### config.mk
export PLATFORM = sky130hd
export DESIGN_NAME = DdrTestStat
export DESIGN_NICKNAME = d
export VERILOG_FILES = /design/src/source/DdrStatPkg.sv /design/src/source/DdrTestStat.sv /design/src/source/IdleErrMonitor.sv /design/src/source/BurstPeriodStat.sv /design/src/source/BusOccupancy.sv /design/src/source/AxiEventDecode.sv
export SDC_FILE = /design/constraint.sdc
export NUM_CORES = 1
export LEC_CHECK = 0
export BUFFER_PORTS_ARGS = -buffer_cell sky130_fd_sc_hd__buf_4
export CAP_MARGIN = 20
export CORE_ASPECT_RATIO = 0.7
export CORE_MARGIN = 4
export CORE_UTILIZATION = 40
export DETAILED_ROUTE_END_ITERATION = 10
export PLACE_DENSITY_LB_ADDON = 0.08
export SYNTH_ARGS = -nofsm -noshare
export SYNTH_HDL_FRONTEND = slang
export SYNTH_SLANG_ARGS = --single-unit
export TNS_END_PERCENT = 5
### constraint.sdc
create_clock -name SysClk -period 3.1 [get_ports SysClk]
set_input_delay 0.62 -clock SysClk [delete_from_list [all_inputs] [get_ports SysClk]]
set_output_delay 0.62 -clock SysClk [all_outputs]
set_load 0.05 [all_outputs]
### src/source/DdrStatPkg.sv
`default_nettype none

package DdrStatPkg;

  ////////////////////////////////////////////////////////////
  // Cycle statistics
  ////////////////////////////////////////////////////////////

  localparam int CountW = 48;                   // Total and actual cycle counters
  typedef logic [CountW-1:0] CycCnt_t;          // Busy or beat cycle count

  localparam int ErrW = 24;                     // Test error counter width
  typedef logic [ErrW-1:0] ErrCnt_t;            // Saturates at all ones

  // Beats seen in one cycle, write plus read, 0 to 2
  typedef logic [1:0] BeatCnt_t;

  ////////////////////////////////////////////////////////////
  // Burst bookkeeping
  ////////////////////////////////////////////////////////////

  localparam int BurstCntW = 8;                 // Outstanding bursts per direction
  typedef logic [BurstCntW-1:0] BurstCnt_t;     // Saturating up/down count

  localparam int PeriodW = 10;                  // Gap between burst ends
  typedef logic [PeriodW-1:0] Period_t;         // Cycles, saturates at 1023

  localparam Period_t PeriodMinInit = '1;       // Min register start value, 1023

  ////////////////////////////////////////////////////////////
  // Idle watchdog
  ////////////////////////////////////////////////////////////

  localparam int TimeoutW = 8;                  // Idle down-counter width
  localparam logic [TimeoutW-1:0] TimeoutLoad = 8'd255; // Reload on activity

endpackage

`default_nettype wire
### src/source/DdrTestStat.sv
`timescale 1ns/1ps
`default_nettype none

module DdrTestStat
(
  input  wire logic           SysClk,     // System clock
  input  wire logic           Reset_N,    // Async reset, active low
  input  wire logic           avalid,     // Address valid
  input  wire logic           aready,     // Address ready
  input  wire logic           atype,      // Burst type, 1 write, 0 read
  input  wire logic           wvalid,     // Write data valid
  input  wire logic           wready,     // Write data ready
  input  wire logic           wlast,      // Last write beat
  input  wire logic           rvalid,     // Read data valid
  input  wire logic           rready,     // Read data ready
  input  wire logic           rlast,      // Last read beat
  input  wire logic           TestErr,    // Test engine data error
  input  wire logic           StatiClr,   // Statistics clear
  output DdrStatPkg::ErrCnt_t ErrCnt,     // Test error count
  output DdrStatPkg::CycCnt_t OpTotCyc,   // Busy cycles
  output DdrStatPkg::CycCnt_t OpActCyc,   // Data beat cycles
  output DdrStatPkg::Period_t WrPeriMin,  // Shortest write end gap
  output DdrStatPkg::Period_t WrPeriMax,  // Longest write end gap
  output DdrStatPkg::Period_t RdPeriMin,  // Shortest read end gap
  output DdrStatPkg::Period_t RdPeriMax,  // Longest read end gap
  output logic                TimeOut     // Bus idle timeout pulse
);

  logic WrAddrEvt, RdAddrEvt;                   // Burst starts
  logic WrBeatEvt, RdBeatEvt;                   // Data beats
  logic WrEndEvt, RdEndEvt;                     // Burst ends
  logic BusActive;                              // Any bus activity

  ////////////////////////////////////////////////////////////
  // Decode
  ////////////////////////////////////////////////////////////

  AxiEventDecode decode0 (
    .SysClk    (SysClk),
    .Reset_N   (Reset_N),
    .avalid    (avalid),
    .aready    (aready),
    .atype     (atype),
    .wvalid    (wvalid),
    .wready    (wready),
    .wlast     (wlast),
    .rvalid    (rvalid),
    .rready    (rready),
    .rlast     (rlast),
    .WrAddrEvt (WrAddrEvt),
    .RdAddrEvt (RdAddrEvt),
    .WrBeatEvt (WrBeatEvt),
    .RdBeatEvt (RdBeatEvt),
    .WrEndEvt  (WrEndEvt),
    .RdEndEvt  (RdEndEvt)
  );

  ////////////////////////////////////////////////////////////
  // Execute
  ////////////////////////////////////////////////////////////

  BusOccupancy occupancy0 (
    .SysClk    (SysClk),
    .Reset_N   (Reset_N),
    .StatiClr  (StatiClr),
    .WrAddrEvt (WrAddrEvt),
    .RdAddrEvt (RdAddrEvt),
    .WrBeatEvt (WrBeatEvt),
    .RdBeatEvt (RdBeatEvt),
    .WrEndEvt  (WrEndEvt),
    .RdEndEvt  (RdEndEvt),
    .BusActive (BusActive),
    .OpTotCyc  (OpTotCyc),
    .OpActCyc  (OpActCyc)
  );

  ////////////////////////////////////////////////////////////
  // Results
  ////////////////////////////////////////////////////////////

  BurstPeriodStat wrPeriod (                    // Write direction gaps
    .SysClk   (SysClk),
    .Reset_N  (Reset_N),
    .StatiClr (StatiClr),
    .EndEvt   (WrEndEvt),
    .PeriMin  (WrPeriMin),
    .PeriMax  (WrPeriMax)
  );

  BurstPeriodStat rdPeriod (                    // Read direction gaps
    .SysClk   (SysClk),
    .Reset_N  (Reset_N),
    .StatiClr (StatiClr),
    .EndEvt   (RdEndEvt),
    .PeriMin  (RdPeriMin),
    .PeriMax  (RdPeriMax)
  );

  IdleErrMonitor health0 (
    .SysClk    (SysClk),
    .Reset_N   (Reset_N),
    .StatiClr  (StatiClr),
    .BusActive (BusActive),
    .TestErr   (TestErr),
    .ErrCnt    (ErrCnt),
    .TimeOut   (TimeOut)
  );

endmodule

`default_nettype wire

### src/source/IdleErrMonitor.sv
`timescale 1ns/1ps
`default_nettype none

module IdleErrMonitor
(
  input  wire logic           SysClk,     // System clock
  input  wire logic           Reset_N,    // Async reset, active low
  input  wire logic           StatiClr,   // Statistics clear
  input  wire logic           BusActive,  // Bus activity this cycle
  input  wire logic           TestErr,    // Read data compare failed
  output DdrStatPkg::ErrCnt_t ErrCnt,     // Test errors seen
  output logic                TimeOut     // One pulse per idle stretch
);

  import DdrStatPkg::*;

  ////////////////////////////////////////////////////////////
  // Idle watchdog
  ////////////////////////////////////////////////////////////

  logic [TimeoutW-1:0] IdleCnt;                 // Cycles left before timeout

  always_ff @(posedge SysClk or negedge Reset_N)
  begin
    if (!Reset_N)
    begin
      IdleCnt <= TimeoutLoad;
      TimeOut <= 1'b0;
    end
    else
    begin
      if (BusActive)
        IdleCnt <= TimeoutLoad;                 // Activity rearms
      else if (|IdleCnt)
        IdleCnt <= IdleCnt - TimeoutW'(1);      // Holds at zero
      TimeOut <= (IdleCnt == TimeoutW'(1));     // Fires once on the way down
    end
  end

  ////////////////////////////////////////////////////////////
  // Test error counter
  ////////////////////////////////////////////////////////////

  always_ff @(posedge SysClk or negedge Reset_N)
  begin
    if (!Reset_N)
      ErrCnt <= '0;
    else if (StatiClr)
      ErrCnt <= '0;
    else if (TestErr && !(&ErrCnt))
      ErrCnt <= ErrCnt + ErrCnt_t'(1);          // Saturates at all ones
  end

endmodule

`default_nettype wire

### src/source/BurstPeriodStat.sv
`timescale 1ns/1ps
`default_nettype none

module BurstPeriodStat
(
  input  wire logic           SysClk,    // System clock
  input  wire logic           Reset_N,   // Async reset, active low
  input  wire logic           StatiClr,  // Statistics clear
  input  wire logic           EndEvt,    // Burst end pulse
  output DdrStatPkg::Period_t PeriMin,   // Smallest gap seen
  output DdrStatPkg::Period_t PeriMax    // Largest gap seen
);

  import DdrStatPkg::*;

  ////////////////////////////////////////////////////////////
  // Gap measurement
  ////////////////////////////////////////////////////////////

  Period_t GapCnt;                              // Cycles since last end
  logic    Started;                             // A previous end is known
  Period_t GapReg;                              // Captured gap
  logic    GapVld;                              // GapReg holds a fresh gap

  // Counter restarts at 1 so a gap equals the distance between end pulses
  always_ff @(posedge SysClk or negedge Reset_N)
  begin
    if (!Reset_N)
    begin
      GapCnt  <= '0;
      Started <= 1'b0;
      GapVld  <= 1'b0;
    end
    else if (StatiClr)
    begin
      GapCnt  <= '0;
      Started <= 1'b0;                          // Forget the last end time
      GapVld  <= 1'b0;
    end
    else
    begin
      if (EndEvt)
        GapCnt <= Period_t'(1);
      else if (!(&GapCnt))
        GapCnt <= GapCnt + Period_t'(1);        // Saturates at 1023
      if (EndEvt)
        Started <= 1'b1;
      GapVld <= EndEvt & Started;               // First end records nothing
    end
  end

  always_ff @(posedge SysClk)
  begin
    if (EndEvt)
      GapReg <= GapCnt;
  end

  ////////////////////////////////////////////////////////////
  // Running min and max
  ////////////////////////////////////////////////////////////

  always_ff @(posedge SysClk or negedge Reset_N)
  begin
    if (!Reset_N)
    begin
      PeriMin <= PeriodMinInit;
      PeriMax <= '0;
    end
    else if (StatiClr)
    begin
      PeriMin <= PeriodMinInit;
      PeriMax <= '0;
    end
    else if (GapVld)
    begin
      if (GapReg < PeriMin)
        PeriMin <= GapReg;                      // New shortest gap
      if (GapReg > PeriMax)
        PeriMax <= GapReg;                      // New longest gap
    end
  end

endmodule

`default_nettype wire

### src/source/BusOccupancy.sv
`timescale 1ns/1ps
`default_nettype none

module BusOccupancy
(
  input  wire logic           SysClk,     // System clock
  input  wire logic           Reset_N,    // Async reset, active low
  input  wire logic           StatiClr,   // Statistics clear
  input  wire logic           WrAddrEvt,  // Write burst start
  input  wire logic           RdAddrEvt,  // Read burst start
  input  wire logic           WrBeatEvt,  // Write beat
  input  wire logic           RdBeatEvt,  // Read beat
  input  wire logic           WrEndEvt,   // Write burst end
  input  wire logic           RdEndEvt,   // Read burst end
  output logic                BusActive,  // Any address or beat this cycle
  output DdrStatPkg::CycCnt_t OpTotCyc,   // Cycles with a burst outstanding
  output DdrStatPkg::CycCnt_t OpActCyc    // Data beats transferred
);

  import DdrStatPkg::*;

  // Saturating up/down step, no change when start and end coincide
  function automatic BurstCnt_t NextBurstCnt(input BurstCnt_t Cnt,
                                             input logic      Up,
                                             input logic      Down);
    BurstCnt_t Next;
    Next = Cnt;
    if (Up && !Down && !(&Cnt))
      Next = Cnt + BurstCnt_t'(1);              // Stops at all ones
    else if (Down && !Up && (|Cnt))
      Next = Cnt - BurstCnt_t'(1);              // Stops at zero
    return Next;
  endfunction

  ////////////////////////////////////////////////////////////
  // Outstanding bursts and busy flag
  ////////////////////////////////////////////////////////////

  BurstCnt_t WrBurstCnt;                        // Write bursts in flight
  BurstCnt_t RdBurstCnt;                        // Read bursts in flight
  logic      OpBusy;                            // Either direction in flight

  assign BusActive = WrAddrEvt | RdAddrEvt | WrBeatEvt | RdBeatEvt;

  always_ff @(posedge SysClk or negedge Reset_N)
  begin
    if (!Reset_N)
    begin
      WrBurstCnt <= '0;
      RdBurstCnt <= '0;
      OpBusy     <= 1'b0;
    end
    else
    begin
      WrBurstCnt <= NextBurstCnt(WrBurstCnt, WrAddrEvt, WrEndEvt);
      RdBurstCnt <= NextBurstCnt(RdBurstCnt, RdAddrEvt, RdEndEvt);
      OpBusy     <= (|WrBurstCnt) | (|RdBurstCnt); // Lags the counts by one
    end
  end

  ////////////////////////////////////////////////////////////
  // Busy and beat accumulators
  ////////////////////////////////////////////////////////////

  BeatCnt_t BeatCnt;                            // Beats of the previous cycle

  always_ff @(posedge SysClk or negedge Reset_N)
  begin
    if (!Reset_N)
      BeatCnt <= '0;
    else
      BeatCnt <= BeatCnt_t'(WrBeatEvt) + BeatCnt_t'(RdBeatEvt);
  end

  always_ff @(posedge SysClk or negedge Reset_N)
  begin
    if (!Reset_N)
    begin
      OpTotCyc <= '0;
      OpActCyc <= '0;
    end
    else if (StatiClr)
    begin
      OpTotCyc <= '0;
      OpActCyc <= '0;
    end
    else
    begin
      if (OpBusy)
        OpTotCyc <= OpTotCyc + CycCnt_t'(1);    // One busy cycle
      OpActCyc <= OpActCyc + CycCnt_t'(BeatCnt); // 0, 1 or 2 beats
    end
  end

endmodule

`default_nettype wire

### src/source/AxiEventDecode.sv
`timescale 1ns/1ps
`default_nettype none

module AxiEventDecode
(
  input  wire logic SysClk,     // System clock
  input  wire logic Reset_N,    // Async reset, active low
  input  wire logic avalid,     // Address valid
  input  wire logic aready,     // Address ready
  input  wire logic atype,      // Burst type, 1 write, 0 read
  input  wire logic wvalid,     // Write data valid
  input  wire logic wready,     // Write data ready
  input  wire logic wlast,      // Last write beat
  input  wire logic rvalid,     // Read data valid
  input  wire logic rready,     // Read data ready
  input  wire logic rlast,      // Last read beat
  output logic      WrAddrEvt,  // Write address accepted
  output logic      RdAddrEvt,  // Read address accepted
  output logic      WrBeatEvt,  // Write beat transferred
  output logic      RdBeatEvt,  // Read beat transferred
  output logic      WrEndEvt,   // Write burst finished
  output logic      RdEndEvt    // Read burst finished
);

  ////////////////////////////////////////////////////////////
  // Input register stage
  ////////////////////////////////////////////////////////////

  logic RegAvalid, RegAready, RegAtype;         // Address channel copy
  logic RegWvalid, RegWready, RegWlast;         // Write channel copy
  logic RegRvalid, RegRready, RegRlast;         // Read channel copy

  // Bus signals sampled once, decode works on these only
  always_ff @(posedge SysClk or negedge Reset_N)
  begin
    if (!Reset_N)
    begin
      {RegAvalid, RegAready, RegAtype} <= 3'b000;
      {RegWvalid, RegWready, RegWlast} <= 3'b000;
      {RegRvalid, RegRready, RegRlast} <= 3'b000;
    end
    else
    begin
      {RegAvalid, RegAready, RegAtype} <= {avalid, aready, atype};
      {RegWvalid, RegWready, RegWlast} <= {wvalid, wready, wlast};
      {RegRvalid, RegRready, RegRlast} <= {rvalid, rready, rlast};
    end
  end

  ////////////////////////////////////////////////////////////
  // Event register stage
  ////////////////////////////////////////////////////////////

  always_ff @(posedge SysClk or negedge Reset_N)
  begin
    if (!Reset_N)
    begin
      WrAddrEvt <= 1'b0;
      RdAddrEvt <= 1'b0;
      WrBeatEvt <= 1'b0;
      RdBeatEvt <= 1'b0;
      WrEndEvt  <= 1'b0;
      RdEndEvt  <= 1'b0;
    end
    else
    begin
      WrAddrEvt <= RegAvalid & RegAready &  RegAtype;  // Write burst starts
      RdAddrEvt <= RegAvalid & RegAready & ~RegAtype;  // Read burst starts
      WrBeatEvt <= RegWvalid & RegWready;              // Any write beat
      RdBeatEvt <= RegRvalid & RegRready;              // Any read beat
      WrEndEvt  <= RegWvalid & RegWready & RegWlast;   // Closing write beat
      RdEndEvt  <= RegRvalid & RegRready & RegRlast;   // Closing read beat
    end
  end

endmodule

`default_nettype wire

==> reports/qor.yml <==
status: "finished, final reports clean"
cp.arrival_ns: 3.02
worstPathMaxFanout: 14
die_area_sq_mm: 0.0350
slew_violations: 0
cts.htree.levels: 1
max_clock_freq_mhz: 389
period_share: 0.829
yosys_warnings: 0
core-area_sq_mm: 0.0314
ctsHoldBuffers: 0
drt_wl_total_microns: 31000
place_congestion: 0.833
cts-root-buf: "clkbuf_16"
slowest_delay_ns: 0.48
synth_cell_types: 58
first_pass_iters: 4
drtAntennaViolNets: 0
die_height_microns: 158
viasPerCell: 5.18
grt_max_degree: 102
powerDensity_mw_per_mm2: 524
finalClockSkew_ns: 0.0171
place_hpwl_microns: 21700
fin_crit_ns: 2.57
synthCells: 1271
required_ns: 3.55
grt.overflow.total: 0
r2r_cells: 7
maxCapViolations: 0
avgRoutedWirePerCell_microns: 16.4
path_cells: "ha_1, fa_1, nand4_1, nor4_1, nand3_1, or3_1, a21oi_1"
start_util: 0.408
track_usage: 0.174
pre_cts_ws_ns: 0.200
ir_drop_uv: 316
placedCellCount: 1845
synth_top_area_frac: 0.389
worstMarginPinSlew_ns: 0.809
drive_above_1_share: 0.200
post_cts_buffers: 0
hold_class: "input pin to asynchronous set/reset pin"
seq_area_frac_synth: 0.493
cts_tree: "built"
antennaDiodeCount: 0
clock_sinks: 247
rsz0062_at_grt: "false"
cts_buffer_depth: 3
syn_nets: 1346
synth-main-ff-cell: "dfrtp_1"
mostFrequentLayoutCell: "dfrtp_1"
crit_slowest_cell: "or3_1"
antenna_found_initial: 0
fin_cells: 1895
yosysTopAreaCell: "dfrtp_1"
area_delta_synth_final_pct: 22.2
cts_resized: 0
synth_area_leaders: "dfrtp_1 39%, ha_1 5.8%, dfstp_2 5.7%"
portBuffers: 173
critPathKind: "flip-flop to flip-flop"
rows: 54
layout_setup_ws_ns: 0.530
layout.nets: 1530
async_flop_share: 0.919
setup_tns_ns: 0
avgSynthCellArea_sq_um: 10.1
crit_path_end_kind: "flip-flop"
drt_iter0_drc: 580
io_pins: 174
drc_errors: 0
synth-edff-count: 20
dieWidth_microns: 222
syn_area_sq_mm: 0.0128
via_count: 9820
ys_ff_latch: 247
finalPower_mw: 8.20
clk_pin_slew_ns: 0.06
startpoint_type: "flip-flop"
setup_viol: 0
cts_buffers: 27
grt_pass1_wl_microns: 51100
fin_util: 0.499
mostFrequentLayoutCells: "199 x dfrtp_1, 191 x buf_4, 162 x nor2_1"
leakagePower_nw: 6.84
relSlewSlack: 0.461
insertion_delay_ns: 0.55
hold_viol_final: 0
grt_pass1_vias: 9515
==> through the flow <==
step | area, sq um | hold slack [ns]
2_1_floorplan | 12800 | 0.324
3_3_place_gp | 14700 | 0.405
3_5_place_dp | 14700 | 0.405
4_1_cts | 15600 | 0.0321
5_1_grt | 15600 | 0.0545
6_report | 15600 | 0.0121
==> final cells by class <==
class | instances | area [sq um]
Fill cell | 2966 | 15700
Multi-Input combinational cell | 917 | 6070
Sequential cell | 247 | 6320
Tap cell | 420 | 526
Clock buffer | 32 | 704
Clock inverter | 17 | 253
Timing Repair Buffer | 197 | 1530
Inverter | 65 | 244
==> power by group <==
group          internal, mW  switching [mW]
combinational         0.508           0.596
clock                  2.13            1.37
sequential             3.42           0.176
total                  6.05            2.14
==> Yosys cell counts (36+ instances only) <==
| master | instances |
|---|---|
| dfrtp_1 | 199 |
| nor2_1 | 162 |
| inv_1 | 65 |
| a21oi_1 | 64 |
| nand2_1 | 62 |
| ha_1 | 59 |
| nand3_1 | 54 |
| xor2_1 | 54 |
| nand4_1 | 49 |
| mux2i_1 | 47 |
| nand2b_1 | 46 |
| xnor2_1 | 42 |
| clkbuf_1 | 36 |
==> worst paths after layout <==
check	from	to	slack [ns]
setup / recovery	occupancy0.OpActCyc[0]	occupancy0.OpActCyc[42]	0.53
hold / removal	Reset_N	rdPeriod.PeriMax[2]	0.01
setup reg to reg	occupancy0.OpActCyc[0]	occupancy0.OpActCyc[42]	0.53
hold reg to reg	decode0.RegAtype	decode0.RdAddrEvt	0.41
max in group asynchronous	Reset_N	health0.IdleCnt[0]	2.26
min in group SysClk	wready	decode0.RegWready	0.19
==> flip-flops by register name, indices dropped and copies added, names as in the netlist, 10 cells and up <==
signal               cells
wrPeriod.PeriMin        10
rdPeriod.PeriMin        10
wrPeriod.GapCnt         10
occupancy0.OpActCyc     48
wrPeriod.PeriMax        10
rdPeriod.PeriMax        10
health0.ErrCnt          24
occupancy0.OpTotCyc     48
rdPeriod.GapCnt         10
rdPeriod.GapReg         10
wrPeriod.GapReg         10
==> per-layer routing <==
| layer | up-vias | GRT usage | share of wire |
|---|---|---|---|
| met1 | 4736 | 0.259 | 0.50 |
| met3 | 45 | 0.0361 | 0.043 |
| li1 | 4889 | - | - |
| met5 | - | 0 | 0 |
| met4 | 0 | 0.0393 | 0.022 |
| met2 | 150 | 0.263 | 0.44 |
==> worst max-delay path: cells and delay by family (launching register included) <==
| family | cells | cell delay (ns) |
|---|---|---|
| and+or+nand+nor | 4 | 1.54 |
| adders and majority gates | 2 | 0.45 |
| DFF | 1 | 0.36 |
| AOI/OAI and AO/OA | 1 | 0.14 |
==> cell families after synthesis <==
group                    after synthesis  synth area share
AO/OA/AOI/OAI                        167            0.0802
XOR/XNOR                              96            0.0657
adder cells (fa/ha/maj)               62            0.0624
buffers and inverters                107            0.0321
flip-flops                           247             0.493
multiplexers                          61            0.0491
AND/OR/NAND/NOR                      531             0.217
(Power assumes the default switching activity.)
